<file path="config.mk">
export PLATFORM = sky130hd
export DESIGN_NAME = exe_mem_reg
export DESIGN_NICKNAME = d
export VERILOG_FILES = /design/src/design/lsu_pkg.sv /design/src/design/exe_mem_reg.sv
export SDC_FILE = /design/constraint.sdc
export NUM_CORES = 1
export LEC_CHECK = 0
export BUFFER_PORTS_ARGS = -buffer_cell sky130_fd_sc_hd__buf_2
export CAP_MARGIN = 25
export CORE_AREA = 2 2 208 210
export DETAILED_ROUTE_END_ITERATION = 8
export DIE_AREA = 0 0 210 212
export GPL_ROUTABILITY_DRIVEN = 0
export GPL_TIMING_DRIVEN = 0
export PLACE_DENSITY = 0.45
export SLEW_MARGIN = 20
export SYNTH_ARGS = -nofsm -noshare
export SYNTH_HDL_FRONTEND = slang
export SYNTH_SLANG_ARGS = --single-unit
</file>
<file path="constraint.sdc">
create_clock -name clk -period 2.7 [get_ports clk]
set_clock_uncertainty 0.1 [all_clocks]
set_input_delay 0 -clock clk [delete_from_list [all_inputs] [get_ports clk]]
set_output_delay 0 -clock clk [all_outputs]
set_load 0.005 [all_outputs]
</file>
<file path="src/design/lsu_pkg.sv">
/* shared types for the RV32E load/store back end
   accesses are assumed naturally aligned; memory is 1 KiB in four byte lanes */
package lsu_pkg;

    localparam int xlen_w       = 32;
    localparam int bank_count   = 4;
    localparam int bank_index_w = 8;
    localparam int addr_lsb     = 2;
    localparam int mem_bytes    = 1024;

    // size-coded masks, the request generator shifts them into lanes
    localparam logic [3:0] wmask_byte = 4'b0001;
    localparam logic [3:0] wmask_half = 4'b0011;
    localparam logic [3:0] wmask_word = 4'b1111;

    typedef enum logic [1:0] {
        mem_none  = 2'd0,
        mem_read  = 2'd1,
        mem_write = 2'd2
    } mem_op_t;

    typedef enum logic [1:0] {
        size_byte = 2'd0,
        size_half = 2'd1,
        size_word = 2'd2
    } mem_size_t;

    typedef struct packed {
        logic      is_unsigned;
        mem_size_t size;
    } rmask_t;

    typedef enum logic [2:0] {
        gpr_sel_alu  = 3'd0,
        gpr_sel_load = 3'd1,
        gpr_sel_csr  = 3'd2,
        gpr_sel_pc4  = 3'd3,
        gpr_sel_imm  = 3'd4
    } gpr_sel_t;

    typedef enum logic [1:0] {
        csr_sel_rs1 = 2'd0,
        csr_sel_alu = 2'd1,
        csr_sel_imm = 2'd2
    } csr_sel_t;

    typedef struct packed {
        logic [xlen_w-1:0] pc;
        logic [xlen_w-1:0] npc;
        logic              redirect;
        logic [xlen_w-1:0] alu_result;
        logic [xlen_w-1:0] sext_imm;
        logic [xlen_w-1:0] rs1_data;
        logic [xlen_w-1:0] rs2_data;
        logic [xlen_w-1:0] csr_rdata;
        logic [3:0]        gpr_waddr;
        logic              gpr_we;
        gpr_sel_t          gpr_sel;
        logic [11:0]       csr_waddr;
        logic              csr_we;
        csr_sel_t          csr_sel;
        logic [3:0]        wmask;
        rmask_t            rmask;
        mem_op_t           mem_op;
        logic              irq;
        logic [7:0]        irq_no;
        logic              is_break;
    } exe_pkt_t;

    typedef struct packed {
        logic                    re;
        logic                    we;
        logic [bank_index_w-1:0] index;
        logic [7:0]              wdata;
    } bank_req_t;

    // one data word seen whole, as halves, or as bytes
    typedef union packed {
        logic [xlen_w-1:0]                word;
        logic [1:0][15:0]                 halves;
        logic [bank_count-1:0][7:0]       bytes;
    } load_word_u;

    typedef struct packed {
        logic [xlen_w-1:0] pc;
        logic [xlen_w-1:0] npc;
        logic              redirect;
        logic              gpr_we;
        logic [3:0]        gpr_waddr;
        logic [xlen_w-1:0] gpr_wdata;
        logic              csr_we;
        logic [11:0]       csr_waddr;
        logic [xlen_w-1:0] csr_wdata;
        logic              irq;
        logic [7:0]        irq_no;
        logic              is_break;
    } wb_pkt_t;

endpackage

</file>
<file path="src/design/exe_mem_reg.sv">
`timescale 1ns/1ns
/* one-entry pipeline register, no skid buffer
   in_ready_o depends combinationally on out_ready_i */
module exe_mem_reg (
    input  logic              clk,
    input  logic              reset,
    input  logic              in_valid_i,
    output logic              in_ready_o,
    input  lsu_pkg::exe_pkt_t in_pkt_i,
    output logic              out_valid_o,
    input  logic              out_ready_i,
    output lsu_pkg::exe_pkt_t out_pkt_o
);
    import lsu_pkg::*;

    logic     valid_q;
    exe_pkt_t pkt_q;

    assign out_valid_o = valid_q;
    assign out_pkt_o   = pkt_q;

    // empty, or the held packet leaves this cycle
    assign in_ready_o = !valid_q || out_ready_i;

    always_ff @(posedge clk) begin
        if (reset) begin
            valid_q <= 1'b0;
        end else if (in_ready_o) begin
            valid_q <= in_valid_i;
        end
    end

    always_ff @(posedge clk) begin
        if (in_ready_o && in_valid_i) begin
            pkt_q <= in_pkt_i;
        end
    end

    // stalled packet must not change or vanish
    a_hold_on_stall: assert property (
        @(posedge clk) disable iff (reset)
        (valid_q && !out_ready_i) |=> (valid_q && $stable(pkt_q))
    ) else $error("exe_mem_reg lost or changed a stalled packet");

endmodule

</file>
# Word level (Yosys, flattened, before mapping)
# Cells that the tools add are included.
[word_totals] ff_bits=268 wordCells=25 out_inout_bits=269 inputBits=271
[classes] n_reduce_logical=3
[op_table] op="$logic_and A1 B1 Y1" count=1
[op_table] op="$logic_not A1 Y1" count=1
[op_table] op="$logic_or A1 B1 Y1" count=1

# Longest topological paths before layout
# Gate-level depths: netlist (run 1).
[depth] ltp_word=3 mapped_depth=2 mapped_depth_nobuf=2

# Least setup slack after synthesis (run 1)
# Ideal clock, no wire load.
[synth_path] path_type="register -> register" from="reg valid_q, in the netlist out_valid_o" to="reg pkt_q, in the netlist out_pkt_o[0] (enable)" path_buffers=0 path_stages_with_launch=3 path_slack_ns=-0.135 setup_ns=0.445 required_time_ns=2.155 arrival_ns=2.289 synth_period_minus_slack_ns=2.835 cell_sequence="dfxtp_1 -> nand2b_4 -> and2_4"
[synth_between] elab_chain_len=3
[synth_rtl] item="start: declaration" line_no="exe_mem_reg.sv:16" source="logic valid_q;"
[synth_rtl] item="start signal: assignment" line_no="exe_mem_reg.sv:29" source="valid_q <= in_valid_i;"
[synth_rtl] item="$logic_not A1 Y1" line_no="exe_mem_reg.sv:23" source="assign in_ready_o = !valid_q || out_ready_i;"
[synth_rtl] item="$logic_or A1 B1 Y1" line_no="exe_mem_reg.sv:23"
[synth_rtl] item="via in_ready_o" line_no="exe_mem_reg.sv:8" source="output logic in_ready_o,"
[synth_rtl] item="$logic_and A1 B1 Y1" line_no="exe_mem_reg.sv:34" source="if (in_ready_o && in_valid_i) begin"
[synth_rtl] item="end signal: assignment" line_no="exe_mem_reg.sv:35" source="pkt_q <= in_pkt_i;"
[synth_rtl] item="end: declaration" line_no="exe_mem_reg.sv:17" source="exe_pkt_t pkt_q;"
# The timed path passes the listed nets, and every way through them passes these cells.
# A chain may end at the register's enable or synchronous reset.

# Worst setup path after layout (run 1)
[layout_path] from="reg valid_q, in the netlist out_valid_o" to="reg pkt_q, in the netlist out_pkt_o[168] (enable)"
[layout_between] elab_chain_len=3
[layout_rtl] item="$logic_not A1 Y1" line_no="exe_mem_reg.sv:23"
[layout_rtl] item="$logic_or A1 B1 Y1" line_no="exe_mem_reg.sv:23"
[layout_rtl] item="$logic_and A1 B1 Y1" line_no="exe_mem_reg.sv:34"
# Every way passes these cells.

==> results by group, run 1 <==
Route
  • Pre-Repair DR Iteration Count: 4
  • DR vias: 6013
  • Iter 0 DRT Violations: around 240
  • Final wirelength: 25900 um
  • Via density: about 3.6
  • Routed len/inst: 15.3 um
  • Antenna Nets Post-Route: 0
  • # DRC: 0

Synthesis
  • Post-synth EDFFs: approximately 270
  • Top cell type's share of synthesized area: around 99%
  • Largest family of logic cells by synthesized area: simple AND/OR/NAND/NOR gates
  • Most frequent cell after synthesis: edfxtp_1
  • Main synth FF type: edfxtp_1
  • Seq/Total Area, Yosys: between 90% and 100%
  • Adder-cell share of the synthesized area: 0%
  • Yosys cell types: 6
  • Mapped Cells: between 200 and 300
  • Post-synthesis compound-gate area fraction: less than 1%
  • Post-synth ARST share: 0%
  • FF+latch count, synth: between 200 and 300
  • Post-synthesis simple-gate area fraction: 0.279%
  • Warnings from Yosys: 0
  • Area contributors post-synth: edfxtp_1 (99%), dfxtp_1 (0.25%), nand2b_4 (0.17%)
  • XOR/XNOR share of the synthesized area: 0%
  • Syn Std Cell Area: 0.00807 sq mm
  • Syn_area_per_cell: a little under 30 sq um
  • Net Count, Synth: ~540
  • Cell taking the most area after synthesis: edfxtp_1
  • Mux cell area share after synthesis: 0%

Timing
  • Final setup viols: 0
  • Slew headroom: 54.6%
  • Hold Slack: 46.0 ps
  • Final Critical Period: 2110 ps
  • Period utilization: about four fifths
  • Max Freq: around 0.47 GHz
  • RSZ-0062 raised after global routing: false
  • Worst Tran Pin Value: just under 700 ps
  • Max Transition Viols Final: 0
  • Final Hold Fails: 0

Setup path
  • Crit start category: flip-flop
  • Max FO, Critical Path: 15
  • Critical path type: flip-flop to flip-flop
  • WP data required: around 2800 ps
  • Critical Path, Cell by Cell: nand2b_4 -> and2_4 -> dlygate4sd3_1
  • Max incr delay on CP: slightly above 1000 ps
  • Slowest cell on the critical path: dlygate4sd3_1
  • WP data arrival: between 2000 and 2500 ps
  • Worst Path Buf+Inv: 1
  • Critical path's top delay family: buffers and inverters
  • CP Capture Type: flip-flop

Min path
  • Min-Delay Path Class: input port to flip-flop

Floorplan
  • Core Region: roughly 0.043 sq mm
  • Die area: about 0.045 sq mm
  • Die span in x: between 200 and 250 um
  • I/O pin count: 540
  • Die height: between 200 and 250 um
  • Rows: 76
  • Initial core utilization: approximately a fifth

Global routing
  • Remaining Overflow, GRT: 0
  • Largest net degree at the start of global routing: 58
  • GRT Util Overall: a little over a tenth
  • Initial antenna violation count: 4
  • First-pass GRT wire length: ~36000 um
  • Vias in the first global route: roughly 6500

CTS
  • Post-CTS Resized: 0
  • CTS Sinks: approximately 270
  • Skew-Pair Late Insertion Delay: roughly 550 ps
  • Clock buffer depth: 3
  • Cts bufs inserted: 30
  • CTS tree: done
  • Clk root buf: clkbuf_16
  • H-tree levels: 1
  • CTS clock-pin slew for the worst setup and hold paths: 60 ps

Layout
  • Post-layout net count: around 1400
  • Util after Layout: between 30% and 40%
  • Flip-flop and latch area: about 0.0080 sq mm
  • Syn-to-layout area delta: 88.8%
  • Layout cells sized above 1: about half
  • Filler cells: slightly above 4000
  • Multi-input gate area: 31.3 sq um
  • Non-Filler Instances: between 1500 and 2000

Placement
  • # port buffers: about 540
  • Placed Cells: about 1400
  • Hpwl dp: 17900 um

Flow run
  • Max cap viols: 0

Pwr
  • Pwr dens: about 640 mW/mm^2
  • Worst IR Drop VDD: around 470 uV
  • P_leak: roughly 6.4 nW

Status
  • Status: complete, no violations
-- worst paths after layout --
path / cells after the start / slack [ps] / endpoint / start
max: 3 / 590 / out_pkt_o[168] / out_valid_o
max reg2reg: 3 / 590 / out_pkt_o[168] / out_valid_o
min: 2 / 50 / out_pkt_o[130] / in_pkt_i[130]
min reg2reg: 3 / 890 / out_pkt_o[41] / out_valid_o
-- repair_timing --
action                    4_1_cts  5_1_grt
buffers inserted                0        0
hold endpoints to repair      283        0
hold buffers                  272        0
-- layout by cell type, fill, tap and decap left out --
cell,count
diode_2,2
clkinv_1,6
clkbuf_16,31
buf_16,4
dlygate4sd3_1,272
clkinv_2,5
clkbuf_1,8
edfxtp_1,267
inv_6,1
buf_12,1
clkinv_4,1
nand2b_4,1
a21oi_2,1
bufinv_16,2
buf_2,539
inv_1,1
and2_4,1
dfxtp_2,1
-- logic make-up after synthesis --
family	count (synthesis)
simple gates	2
flops	268
compound gates	1
buf+inv	1
-- routing by layer --
metal	track usage, %	routed length [um]	up-vias
li1	-	-	2818
met1	11.6	9640	2820
met2	19.5	13200	330
met3	3.69	2410	41
met4	3.74	601	4
met5	0	33	-
-- final cells by class --
cell class / instances / share of cell area (%)
clock inverters: 15 / 0.821
repair buffers: 816 / 36.4
diodes: 2 / 0.0328
well taps: 546 / 4.48
multi-input cells: 3 / 0.205
flip-flops and latches: 268 / 52.7
clock buffers: 39 / 5.29
inverters: 1 / 0.0246
-- registers in the layout, indices dropped and copies added (netlist names) --
name	flops
out_pkt_o	267
out_valid_o	1
-- power by group --
part	leakage (nW)	switching (W)	total [W]	internal (W)
combinational	3.34	0.000377	0.000942	0.000565
sequential	2.59	0.0000597	0.00493	0.00487
clock	0.457	0.00161	0.00388	0.00228
total	6.38	0.00204	0.00976	0.00772
-- per-stage QoR --
stage / total power [W] / setup TNS [ps] / worst slack (ps) / area, sq um
floorplan: 0.00514 / -31230 / -117 / 8070
global placement: 0.00563 / -248990 / -970 / 11500
detailed placement: 0.00565 / 0 / 850 / 11600
CTS: 0.00991 / 0 / 551 / 15200
global route: 0.0101 / 0 / 495 / 15200
finish: 0.00976 / 0 / 590 / 15200
Note: power is estimated with default switching activity, not from simulation.
==> run 2: changes to the inputs <==
==> constraint.sdc (replaced) <==
create_clock -name clk -period 1.89 [get_ports clk]
set_clock_uncertainty 0.1 [all_clocks]
set_input_delay 0 -clock clk [delete_from_list [all_inputs] [get_ports clk]]
set_output_delay 0 -clock clk [all_outputs]
set_load 0.005 [all_outputs]
==> results by group, run 2 (synthesis gave the netlist of run 1 again) <==
Setup path
  • WP data arrival: 1840 ps
  • RR Startpoint: out_valid_o
  • Crit start category: flip-flop
  • Reg2reg setup slack: roughly 180 ps
  • Max FO, Critical Path: 47
  • CP Capture Type: flip-flop
  • FF-to-FF End: out_pkt_o[183]
  • Critical path type: flip-flop to flip-flop
  • R2R cell count: 4
  • WP data required: a little over 2000 ps

Floorplan
  • Rows: 76
  • Core Region: between 0.04 and 0.05 sq mm
  • I/O pin count: 540
  • Die span in x: 210 um
  • Die height: roughly 210 um
  • Die area: 0.0445 sq mm
  • Initial core utilization: a little under a fifth

Placement
  • DP Area: 0.0116 sq mm
  • # port buffers: roughly 540
  • Hpwl dp: roughly 18000 um
  • Placed Cells: about 1400

CTS
  • CTS Sinks: approximately 270
  • Clk root buf: clkbuf_16
  • Cts bufs inserted: 30
  • CTS tree: done
  • CTS clock-pin slew for the worst setup and hold paths: approximately 60 ps
  • Skew-Pair Late Insertion Delay: about 550 ps
  • Clock buffer depth: 3
  • H-tree levels: 1

Timing
  • RSZ-0062 raised after global routing: false
  • Worst Tran Pin Value: around 300 ps
  • Slew headroom: 80.2%
  • Max Transition Viols Final: 0
  • Final Critical Period: 1710 ps
  • Period utilization: ~90%
  • Final Hold Fails: 0
  • Max Freq: approximately 0.59 GHz
  • Final setup viols: 0
  • Hold Slack: ~45 ps

Route
  • Via density: about 3.6
  • Routed len/inst: ~15 um
  • DR vias: 6041
  • # DRC: 0
  • Final wirelength: between 20000 and 30000 um
  • Antenna Nets Post-Route: 0
  • Pre-Repair DR Iteration Count: 4
  • Iter 0 DRT Violations: about 220

Layout
  • Commonest non-fill, non-tap cell in the layout: buf_2
  • Non-Filler Instances: ~1700
  • Post-layout net count: around 1400
  • Commonest cells after routing, fill and taps aside: buf_2 (539), dlygate4sd3_1 (272), edfxtp_1 (267)
  • Layout cells sized above 1: between 50 and 60%
  • Filler cells: a little over 4000
  • Final Cell Area: 0.0153 sq mm
  • Syn-to-layout area delta: 89.7%
  • Largest register FFs: about 270

Global routing
  • Initial antenna violation count: 4
  • Vias in the first global route: 6516
  • First-pass GRT wire length: between 30000 and 40000 um
  • Remaining Overflow, GRT: 0
  • GRT Util Overall: about 11%
  • Largest net degree at the start of global routing: 58

Pwr
  • P_leak: roughly 6.4 nW
  • Pwr dens: 912 mW/mm^2
  • Worst IR Drop VDD: around 670 uV
  • Pwr Total: 0.0140 W

Min path
  • Hold Path End: out_pkt_o[130]
  • Min-Delay Path Class: input port to flip-flop
  • Min-Delay Startpoint: in_pkt_i[130]
  • Worst Hold Depth: 2

Flow run
  • Max cap viols: 0

Status
  • Status: complete, no violations
run 2: metrics by stage:
step                setup TNS [ps]  utilization (%)  setup slack (ps)
floorplan                  -247500                -              -927
global placement           -465260             26.9             -1780
detailed placement               0             27.3              40.5
CTS                              0             35.9              8.41
global route                     0             36.0               124
finish                           0             36.0               181
run 2: where the power goes:
| part | leakage (nW) | total (W) | switching (W) | internal (W) |
|---|---|---|---|---|
| sequential | 2.59 | 0.00704 | 0.0000847 | 0.00696 |
| clock | 0.457 | 0.00555 | 0.00230 | 0.00326 |
| combinational | 3.38 | 0.00137 | 0.000542 | 0.000823 |
run 2: critical path, cell delays in order (launching register included):
cell and delay [ps]:
dfxtp_2 330, nand2b_4 70, and2_4 240, buf_16 270
buf_12 270
run 2: area by class of cell:
class	instances	area (sq um)	share of cell area, %
flip-flops and latches	268	8040	52.5
repair buffers	823	5620	36.7
clock buffers	39	806	5.26
well taps	546	683	4.46
clock inverters	15	125	0.817
multi-input cells	3	31.3	0.204
diodes	2	5.00	0.0327
inverters	1	3.75	0.0245
run 2: how the worst max path moves through the flow:
stage                startpoint             end  slack [ps]  cells after the start
floorplan           out_valid_o    out_pkt_o[0]        -930                      2
global placement    out_valid_o   out_pkt_o[17]       -1780                      2
detailed placement  out_valid_o  out_pkt_o[193]          40                      4
CTS                 out_valid_o   out_pkt_o[17]           8                      4
global route        out_valid_o  out_pkt_o[123]         120                      4
finish              out_valid_o  out_pkt_o[183]         180                      4
run 2: repair_timing:
item | 4_1_cts | 5_1_grt
setup endpoints to repair | 0 | 71
gates resized for setup | 0 | 0
setup buffers | 0 | 6
endpoints found under the hold margin | 283 | 0
hold buffers | 272 | 0
run 2: per-layer routing:
layer	wire length, um	global-route usage [%]	up-vias
li1	-	-	2834
met1	9640	11.6	2831
met2	13300	19.5	332
met3	2380	3.72	40
met4	600	3.74	4
met5	33	0	-
==> run 3: changes to the inputs <==
==> constraint.sdc (replaced) <==
create_clock -name clk -period 1.53 [get_ports clk]
set_clock_uncertainty 0.1 [all_clocks]
set_input_delay 0 -clock clk [delete_from_list [all_inputs] [get_ports clk]]
set_output_delay 0 -clock clk [all_outputs]
set_load 0.005 [all_outputs]
==> results by group, run 3 (synthesis gave the netlist of run 1 again) <==
Pwr
  • P_leak: around 6.6 nW
  • Pwr dens: 1110 mW/mm^2
  • Worst IR Drop VDD: a little over 800 uV

CTS
  • Clk root buf: clkbuf_16
  • CTS tree: done
  • H-tree levels: 1
  • Cts bufs inserted: 30
  • Clock buffer depth: 3
  • CTS clock-pin slew for the worst setup and hold paths: ~60 ps
  • CTS Sinks: approximately 270
  • Skew-Pair Late Insertion Delay: between 500 and 600 ps

Route
  • Final wirelength: 27700 um
  • Antenna Nets Post-Route: 0
  • Via density: 3.59
  • # DRC: 0
  • Pre-Repair DR Iteration Count: 4
  • DR vias: around 6000
  • Routed len/inst: 16.2 um
  • Iter 0 DRT Violations: roughly 270

Floorplan
  • Initial core utilization: approximately a fifth
  • Rows: 76
  • I/O pin count: 540
  • Die height: 212 um
  • Die span in x: 210 um
  • Die area: between 0.04 and 0.05 sq mm
  • Core Region: 0.0425 sq mm

Setup path
  • Max FO, Critical Path: 25
  • Critical path type: flip-flop to flip-flop
  • CP Capture Type: flip-flop
  • Crit start category: flip-flop
  • WP data required: 1680 ps
  • WP data arrival: between 1500 and 2000 ps
  • R2R cell count: 4

Placement
  • # port buffers: between 500 and 600
  • Hpwl dp: ~18000 um
  • DP Area: approximately 0.012 sq mm

Timing
  • Final Hold Fails: 0
  • Period utilization: ~100%
  • RSZ-0062 raised after global routing: true
  • Final setup viols: 0
  • Max Freq: 0.654 GHz
  • Setup_tns: 0 ps
  • Worst Tran Pin Value: 205 ps
  • Slew headroom: between 80% and 90%
  • Max Transition Viols Final: 0
  • Final Critical Period: between 1500 and 2000 ps

Layout
  • Final Cell Area: 0.0156 sq mm
  • Commonest cells after routing, fill and taps aside: buf_2 (539), dlygate4sd3_1 (272), edfxtp_1 (267)
  • Syn-to-layout area delta: 93.7%
  • Post-layout net count: approximately 1400
  • Layout cells sized above 1: a little over half
  • Util after Layout: between 30% and 40%
  • Largest register FFs: between 200 and 300
  • Commonest non-fill, non-tap cell in the layout: buf_2

Flow run
  • Max cap viols: 0

Status
  • Status: complete, no violations

Global routing
  • Largest net degree at the start of global routing: 45
  • Initial antenna violation count: 4
  • Vias in the first global route: about 6600
  • First-pass GRT wire length: 37700 um
  • GRT Util Overall: between 10% and 20%
  • Remaining Overflow, GRT: 0

Min path
  • Min-Delay Path Class: input port to flip-flop
  • Worst Hold Depth: 2
[run 3: timing repair]
action,CTS,global route
pin swaps,1,0
gates cloned,5,7
hold endpoints to repair,296,0
hold buffers,272,0
buffers inserted,6,5
endpoints found under the setup margin,175,140
resized for setup,4,2
[run 3: cell type report]
cell class / instances / area, sq um
Timing Repair Buffer: 839 / 5950
Inverter: 1 / 3.75
Sequential cell: 268 / 8040
Multi-Input combinational cell: 3 / 31.3
Tap cell: 546 / 683
Clock buffer: 39 / 806
Fill cell: 4030 / 26900
Antenna cell: 2 / 5.00
Clock inverter: 15 / 125
[run 3: worst paths after layout]
| path | startpoint | to | slack (ps) |
|---|---|---|---|
| min | in_pkt_i[130] | out_pkt_o[130] | 40 |
| max reg2reg | out_valid_o | out_pkt_o[252] | 1 |
| min reg2reg | out_valid_o | out_pkt_o[194] | 810 |
| max | out_valid_o | out_pkt_o[252] | 1 |
[run 3: power by group]
part           switching [W]  internal, W  leakage [nW]
combinational       0.000724      0.00112          3.54
sequential          0.000106      0.00859          2.59
clock                0.00284      0.00402         0.457
total                0.00367       0.0137          6.59
[run 3: through the flow]
step / setup WS (ps) / cells / hold slack (ps) / power (W)
6_report: 1.31 / 1713 / 44.9 / 0.0174
5_1_grt: -40.7 / 1713 / 25.3 / 0.0181
4_1_cts: -47.4 / 1699 / 0.843 / 0.0176
3_5_place_dp: -320 / 1362 / 54.4 / 0.00997
3_3_place_gp: -2140 / 1357 / 56.3 / 0.00994
2_1_floorplan: -1290 / 272 / -44.9 / 0.00908
[run 3: metal layers]
layer / GRT usage, % / part of all wire, % / up-vias
met5: 0 / 0.12 / -
met4: 3.74 / 2.2 / 4
met3: 3.74 / 9.1 / 40
met2: 20.5 / 51 / 340
met1: 12.2 / 38 / 2897
li1: - / - / 2870
[run 3: worst max-delay path: stages, from the launching register on]
cell	delay (ps)
dfxtp_2	330
nand2b_4	70
and2_4	220
buf_16	210
clkbuf_16	240
